[src/include/predictor_consts.svh]
`ifndef PREDICTOR_CONSTS_SVH
`define PREDICTOR_CONSTS_SVH

// Direction counter width, 1 or 2
`define PRED_BITS 2

// Buffer depth, power of two
`define NFRAMES 32

// RV32I data and address width
`define WORD_SIZE 32

// Tag and counter share one byte per frame
`define TAG_BITS (8 - `PRED_BITS)

`define SET_BITS $clog2(`NFRAMES) // Index width

// First fetch address out of reset
`define RESET_PC 32'h0000_0200

`endif

[src/hw/rv32i_types_pkg.sv]
`include "predictor_consts.svh"

package rv32i_types_pkg;

    // Bits of the PC above the tag
    localparam int IGNORE_BITS = `WORD_SIZE - `TAG_BITS - `SET_BITS - 1;

    typedef logic [`WORD_SIZE-1:0] word_t; // Data or address word

    // PC split for the target buffer
    typedef struct packed {
        logic [IGNORE_BITS-1:0] ignore_bits; // Not stored
        logic [`TAG_BITS-1:0]   tag_bits;    // Compared against frame tag
        logic [`SET_BITS-1:0]   idx_bits;    // Frame select
        logic                   byte_bit;    // 2-byte alignment, unused
    } btb_addr_t;

    // Same PC seen as plain word or as buffer fields
    typedef union packed {
        word_t     word;
        btb_addr_t btb;
    } pc_u;

endpackage

[src/hw/predictor_pkg.sv]
`include "predictor_consts.svh"

package predictor_pkg;

    // Two-bit direction counter
    // High bit gives the taken prediction
    typedef enum logic [1:0] {
        SNT = 2'b00, // Strongly not taken
        WNT = 2'b01, // Weakly not taken
        WT  = 2'b10, // Weakly taken
        ST  = 2'b11  // Strongly taken
    } ctr_state_t;

    // One buffer entry
    typedef struct packed {
        logic [`TAG_BITS-1:0]   tag;    // Upper PC bits of owner
        rv32i_types_pkg::word_t target; // Last resolved target
        logic [`PRED_BITS-1:0]  taken;  // Direction counter
    } btb_frame_t;

endpackage

[src/hw/btb.sv]
`timescale 1ns/1ps
`include "predictor_consts.svh"

module btb (
    input  logic                   CLK,
    input  logic                   nRST,
    input  rv32i_types_pkg::word_t current_pc,
    input  logic                   is_branch,
    input  logic                   update_predictor,
    input  rv32i_types_pkg::word_t pc_to_update,
    input  rv32i_types_pkg::word_t update_addr,
    input  logic                   branch_result,
    output logic                   predict_taken,
    output rv32i_types_pkg::word_t target_addr
);
    import rv32i_types_pkg::*;
    import predictor_pkg::*;

    btb_frame_t [`NFRAMES-1:0] buffer; // Frame storage

    pc_u cur_pc;   // Fetch side decode
    pc_u upd_pc;   // Training side decode

    btb_frame_t sel_frame;  // Frame under the fetch PC
    btb_frame_t upd_frame;  // Old contents of the trained frame
    btb_frame_t next_frame; // Frame written at the next edge

    logic [`PRED_BITS-1:0] next_taken; // Trained counter value
    logic                  tag_hit;

    assign cur_pc.word = current_pc;
    assign upd_pc.word = pc_to_update;

    assign sel_frame = buffer[cur_pc.btb.idx_bits];
    assign upd_frame = buffer[upd_pc.btb.idx_bits];

    // Counter training
    if (`PRED_BITS == 1) begin : g_one_bit
        // Single bit just remembers last outcome
        assign next_taken = branch_result;
    end else begin : g_two_bit
        ctr_state_t cur_state;
        ctr_state_t nxt_state;

        always_comb begin
            cur_state = ctr_state_t'(upd_frame.taken);
            case (cur_state)
                SNT:     nxt_state = branch_result ? WNT : SNT;
                WNT:     nxt_state = branch_result ? ST  : SNT; // Jumps straight to strong
                WT:      nxt_state = branch_result ? ST  : SNT;
                ST:      nxt_state = branch_result ? ST  : WT;
                default: nxt_state = SNT;
            endcase
        end

        assign next_taken = nxt_state;
    end

    // New tag and target replace the old owner
    always_comb begin
        next_frame.tag    = upd_pc.btb.tag_bits;
        next_frame.target = update_addr;
        next_frame.taken  = next_taken;
    end

    always_ff @(posedge CLK, negedge nRST) begin
        if (!nRST) begin
            buffer <= '0; // Tag 0, counter SNT
        end else if (update_predictor) begin
            buffer[upd_pc.btb.idx_bits] <= next_frame;
        end
    end

    // Combinational lookup in the same cycle as pc
    assign tag_hit = (sel_frame.tag == cur_pc.btb.tag_bits);

    // Taken only for a real branch that owns the frame
    assign predict_taken = tag_hit && is_branch && sel_frame.taken[`PRED_BITS-1];

    assign target_addr = sel_frame.target; // Shown even on a miss

endmodule

[src/hw/fetch_pc_gen.sv]
`timescale 1ns/1ps
`include "predictor_consts.svh"

module fetch_pc_gen (
    input  logic                   CLK,
    input  logic                   nRST,
    input  logic                   stall,
    input  logic                   predict_taken,
    input  rv32i_types_pkg::word_t predict_target,
    input  logic                   redirect,
    input  rv32i_types_pkg::word_t redirect_pc,
    output rv32i_types_pkg::word_t pc
);

    // Fetch PC register
    // Redirect beats stall, stall beats prediction
    always_ff @(posedge CLK, negedge nRST) begin
        if (!nRST) begin
            pc <= `RESET_PC;
        end else if (redirect) begin
            pc <= redirect_pc;      // Mispredict recovery
        end else if (stall) begin
            pc <= pc;               // Frozen by back-pressure
        end else if (predict_taken) begin
            pc <= predict_target;   // Follow the buffer
        end else begin
            pc <= pc + 32'd4;       // Sequential fetch
        end
    end

endmodule

[src/hw/branch_resolver.sv]
`timescale 1ns/1ps

module branch_resolver (
    input  logic                   CLK,
    input  logic                   nRST,
    input  logic                   resolve_valid,
    input  rv32i_types_pkg::word_t resolve_pc,
    input  logic                   resolve_taken,
    input  rv32i_types_pkg::word_t resolve_target,
    input  logic                   resolve_pred_taken,
    input  rv32i_types_pkg::word_t resolve_pred_target,
    output logic                   update_predictor,
    output rv32i_types_pkg::word_t pc_to_update,
    output rv32i_types_pkg::word_t update_addr,
    output logic                   branch_result,
    output logic                   redirect,
    output rv32i_types_pkg::word_t redirect_pc,
    output logic                   mispredict
);
    import rv32i_types_pkg::*;

    logic  dir_wrong;   // Direction differs
    logic  tgt_wrong;   // Taken both ways, target differs
    logic  mispredict_c;
    word_t correct_pc;  // Where fetch should have gone

    assign dir_wrong    = (resolve_taken != resolve_pred_taken);
    assign tgt_wrong    = resolve_taken && resolve_pred_taken &&
                          (resolve_target != resolve_pred_target);
    assign mispredict_c = resolve_valid && (dir_wrong || tgt_wrong);

    // Fall-through is the next 4-byte instruction
    assign correct_pc = resolve_taken ? resolve_target : resolve_pc + 32'd4;

    // Strobes, one cycle after resolve_valid
    always_ff @(posedge CLK, negedge nRST) begin
        if (!nRST) begin
            update_predictor <= 1'b0;
            redirect         <= 1'b0;
        end else begin
            update_predictor <= resolve_valid; // Train on every branch
            redirect         <= mispredict_c;
        end
    end

    // Payload follows the strobes
    always_ff @(posedge CLK) begin
        pc_to_update  <= resolve_pc;
        update_addr   <= resolve_target;
        branch_result <= resolve_taken;
        redirect_pc   <= correct_pc;
    end

    assign mispredict = redirect; // Same pulse, seen outside

endmodule

[src/hw/branch_predict_top.sv]
`timescale 1ns/1ps

module branch_predict_top (
    input  logic                   CLK,
    input  logic                   nRST,
    input  logic                   stall,
    input  logic                   is_branch,
    input  logic                   resolve_valid,
    input  rv32i_types_pkg::word_t resolve_pc,
    input  logic                   resolve_taken,
    input  rv32i_types_pkg::word_t resolve_target,
    input  logic                   resolve_pred_taken,
    input  rv32i_types_pkg::word_t resolve_pred_target,
    output rv32i_types_pkg::word_t pc,
    output logic                   predict_taken,
    output rv32i_types_pkg::word_t predict_target,
    output logic                   mispredict
);
    import rv32i_types_pkg::*;

    // Training path, resolver to buffer
    logic  update_predictor;
    word_t pc_to_update;
    word_t update_addr;
    logic  branch_result;

    // Recovery path, resolver to sequencer
    logic  redirect;
    word_t redirect_pc;

    fetch_pc_gen pc_gen_i (
        .CLK            (CLK),
        .nRST           (nRST),
        .stall          (stall),
        .predict_taken  (predict_taken),
        .predict_target (predict_target),
        .redirect       (redirect),
        .redirect_pc    (redirect_pc),
        .pc             (pc)
    );

    btb btb_i (
        .CLK              (CLK),
        .nRST             (nRST),
        .current_pc       (pc),
        .is_branch        (is_branch),
        .update_predictor (update_predictor),
        .pc_to_update     (pc_to_update),
        .update_addr      (update_addr),
        .branch_result    (branch_result),
        .predict_taken    (predict_taken),
        .target_addr      (predict_target) // Fed back to the sequencer too
    );

    branch_resolver resolver_i (
        .CLK                 (CLK),
        .nRST                (nRST),
        .resolve_valid       (resolve_valid),
        .resolve_pc          (resolve_pc),
        .resolve_taken       (resolve_taken),
        .resolve_target      (resolve_target),
        .resolve_pred_taken  (resolve_pred_taken),
        .resolve_pred_target (resolve_pred_target),
        .update_predictor    (update_predictor),
        .pc_to_update        (pc_to_update),
        .update_addr         (update_addr),
        .branch_result       (branch_result),
        .redirect            (redirect),
        .redirect_pc         (redirect_pc),
        .mispredict          (mispredict)
    );

endmodule

[config.mk]
export PLATFORM = sky130hd
export DESIGN_NAME = branch_predict_top
export DESIGN_NICKNAME = d
export VERILOG_FILES = /design/src/hw/rv32i_types_pkg.sv /design/src/hw/predictor_pkg.sv /design/src/hw/btb.sv /design/src/hw/fetch_pc_gen.sv /design/src/hw/branch_resolver.sv /design/src/hw/branch_predict_top.sv
export VERILOG_INCLUDE_DIRS = /design/src /design/src/include
export SDC_FILE = /design/constraint.sdc
export NUM_CORES = 2
export LEC_CHECK = 0
export ABC_AREA = 1
export BUFFER_PORTS_ARGS = -buffer_cell sky130_fd_sc_hd__buf_4
export CORE_ASPECT_RATIO = 0.5
export CORE_MARGIN = 5
export CORE_UTILIZATION = 39
export CTS_CLUSTER_DIAMETER = 100
export DETAILED_ROUTE_END_ITERATION = 12
export PLACE_DENSITY_LB_ADDON = 0.1
export SYNTH_ARGS = -nofsm -noshare
export SYNTH_HDL_FRONTEND = slang
export SYNTH_SLANG_ARGS = --single-unit
export TNS_END_PERCENT = 10
[constraint.sdc]
create_clock -name CLK -period 3.1 [get_ports CLK]
set_clock_uncertainty 0.05 [all_clocks]
set_input_delay 0.62 -clock CLK [delete_from_list [all_inputs] [get_ports CLK]]
set_output_delay 0.62 -clock CLK [all_outputs]
set_load 0.01 [all_outputs]
==> flow_summary.json <==
{
  "max-vdd-ir-drop_mv": 0.595,
  "syn_nets": 7770,
  "drive_gt1_share_pct": 13.0,
  "crit_chain": "buf_12, clkinv_16, clkbuf_16, buf_12, nor2_1, o22ai_1, nor2_1, nor2_1, o21ai_0, nand2_1, inv_1, o21a_1, buf_12, inv_1, buf_4",
  "vias_per_cell": 5.57,
  "place_congestion": 0.939,
  "fmax_ghz": 0.259,
  "antenna_found_initial": 11,
  "maxCapViolCount": 0,
  "arrival_ps": 3180,
  "critPathCaptureType": "primary output",
  "status": "complete, but fails checks",
  "first_pass_iters": 6,
  "tightest_slew_ps": 1030,
  "vias": 56395,
  "num_io_pins": 169,
  "crit_path_max_incr_delay_ps": 560,
  "first_global_vias": 52556,
  "grtUsageTotal_pct": 28.9,
  "cts_buffers": 138,
  "setup_viol": 33,
  "hold_viol": 0,
  "tns_ps": -21690,
  "hpwlAfterDp_um": 158000,
  "synth_cell_types": 49,
  "overflow": 0,
  "cts_max_level": 4,
  "synthFlopType": "dfrtp_1",
  "period_share_pct": 124,
  "power_density_mw_per_mm2": 783,
  "final_nets": 7937,
  "postSynthAreaPerCell_sq_um": 8.23,
  "finalMaxSlewViolations": 0,
  "wirelength_um": 257000,
  "maxSlewHeadroom_pct": 31.3,
  "hold_start": "resolve_target[21]",
  "synth_edf_count": 0,
  "rsz0062_at_grt": "yes",
  "final_cell_area_sq_mm": 0.0763,
  "drtIter0Drc": 6258,
  "synthToLayoutAreaGrowth_pct": 21.1,
  "wire_per_inst_um": 25.4,
  "dieWidth_um": 579,
  "clkTransAtPathRegs_ps": 70,
  "drtAntennaViolNets": 0,
  "placed_cell_area_sq_mm": 0.0694,
  "cts_root_buffer": "clkbuf_16",
  "crit_type": "reg -> out",
  "critPathLaunchType": "register",
  "critPathTopFamily": "buffers and inverters",
  "crit_path_top_delay_cell": "dfrtp_4",
  "cts.sinks": 1390,
  "cp.required_ps": 2430,
  "hold_slack_ps": 62.1,
  "r2r_start": "pc_gen_i.pc[1]",
  "critPathMaxFanout": 25,
  "critPathLaunch": "pc_gen_i.pc[1]",
  "cts_buffer_depth": 3,
  "fin_ws_ps": -754,
  "num_rows": 104,
  "synth-async-reset-ratio_pct": 94.5,
  "grt_max_degree": 92,
  "synth_area_sq_mm": 0.0630,
  "die_area_sq_mm": 0.170,
  "synth_cells": 7662,
  "ys.warnings.count": 0,
  "fin_crit_ps": 3850,
  "initial_core_util_pct": 39.2,
  "grt_pass1_wl_um": 366000,
  "violations": "negative setup slack",
  "die_h_um": 294,
  "power_leakage_uw": 0.0344,
  "clk_latency_ps": 770,
  "ys_ff_latch": 1390,
  "path_buf_inv": 8,
  "core_sq_mm": 0.161,
  "hp-class": "in -> reg",
  "drc": 0,
  "cts_tree": "yes",
  "io_buffers": 168,
  "seq_area_frac_synth_pct": 54.6
}
[area by class of cell]
type                    count  area [sq um]
clock buffers             214          4230
well taps                2173          2720
inverters                 356          1450
fillers                 15765         84400
repair inverters            2          27.5
multi-input cells        5262         25100
repair buffers            679          7900
flip-flops and latches   1390         34400
clock inverters            34           479
diodes                     11          27.5
[cells in the final DEF, fill, tap and decap left out, types with 18 or more instances in the layout]
| cell | n |
|---|---|
| clkbuf_16 | 164 |
| o221ai_1 | 114 |
| nand3_2 | 18 |
| clkbuf_8 | 41 |
| nor2_1 | 783 |
| o21a_1 | 19 |
| xor2_1 | 31 |
| buf_12 | 140 |
| nand3_1 | 336 |
| o211ai_1 | 60 |
| o21ai_2 | 19 |
| nand4_1 | 23 |
| dfrtp_1 | 1308 |
| o21ai_1 | 87 |
| nor3_1 | 22 |
| dlygate4sd3_1 | 31 |
| xnor2_1 | 36 |
| nand2_1 | 1613 |
| clkinv_2 | 25 |
| buf_6 | 39 |
| buf_16 | 18 |
| dfxtp_1 | 76 |
| a21oi_1 | 393 |
| o22ai_1 | 59 |
| inv_1 | 306 |
| buf_4 | 421 |
| clkbuf_1 | 31 |
| o21ai_0 | 1514 |
[per-layer routing]
metal	part of all wire [%]	routed length, um	global-route usage (%)
met5	0.027	69	0
met4	2.6	6670	7.89
met3	7.7	19900	5.00
met2	42	108000	42.1
met1	48	122000	44.1
[kinds of logic after synthesis]
logic type / Yosys count / share of synthesized area (%)
XOR/XNOR: 67 / 0.931
multiplexers: 1 / 0.0179
AND/OR/NAND/NOR: 2860 / 18.1
flip-flops: 1390 / 54.6
AO/OA/AOI/OAI: 2329 / 19.8
buffers and inverters: 1010 / 6.49
adder cells (fa/ha/maj): 5 / 0.0992
[worst paths after layout]
kind | end | slack, ps | cells after the start
min in group asynchronous | btb_i.buffer[207] | 350 | 2
max in group asynchronous | btb_i.buffer[495] | 1580 | 4
hold / removal | resolver_i.update_addr[21] | 60 | 1
setup / recovery | predict_target[18] | -750 | 15
hold reg to reg | pc_gen_i.pc[9] | 390 | 2
setup reg to reg | pc_gen_i.pc[1] | 30 | 21
[flip-flops by register name (all words and copies together) (netlist names)]
name,cells
btb_i.buffer,1280
pc_gen_i.pc,32
resolver_i.branch_result,1
resolver_i.mispredict,1
resolver_i.pc_to_update,11
resolver_i.redirect_pc,32
resolver_i.update_addr,32
resolver_i.update_predictor,1
[where the power goes]
group | switching, uW | leakage (uW) | internal, uW
clock network | 7670 | 0.00233 | 10300
registers | 1910 | 0.0174 | 21500
logic | 11200 | 0.0147 | 7280
[timing repair]
| action | 4_1_cts | 5_1_grt |
|---|---|---|
| gates resized for setup | 39 | 241 |
| setup endpoints to repair | 39 | 62 |
| buffers inserted | 2 | 32 |
| pin swaps | 4 | 57 |
| cloned | 3 | 28 |
| endpoints found under the hold margin | 79 | 0 |
| hold buffers | 31 | 0 |
[stage by stage]
step                      util (%)  total power [uW]  setup WS [ps]  instances
after floorplan                  -             31900            518       7662
after global placement        43.2             40200           -133       9766
after detailed placement      43.2             40300           -129       9766
after CTS                     46.5             58500           -796      10050
after global routing          47.5             62600           -834      10112
final                         47.5             59800           -754      10121
[synth_stat cells, types with 28 or more instances]
| master | instances | share of area [%] |
|---|---|---|
| nand2_1 | 1621 | 9.7 |
| o21ai_0 | 1591 | 13 |
| dfrtp_1 | 1313 | 52 |
| nor2_1 | 807 | 4.8 |
| clkbuf_1 | 512 | 3.0 |
| a21oi_1 | 405 | 3.2 |
| nand3_1 | 355 | 2.8 |
| inv_1 | 336 | 2.0 |
| o221ai_1 | 124 | 1.7 |
| buf_2 | 84 | 0.67 |
| dfxtp_1 | 76 | 2.4 |
| o22ai_1 | 62 | 0.62 |
| o211ai_1 | 60 | 0.71 |
| xnor2_1 | 36 | 0.50 |
| xor2_1 | 31 | 0.43 |
| o21ai_1 | 30 | 0.24 |
| o21a_1 | 28 | 0.33 |
Power figures use the tool's default switching activity.
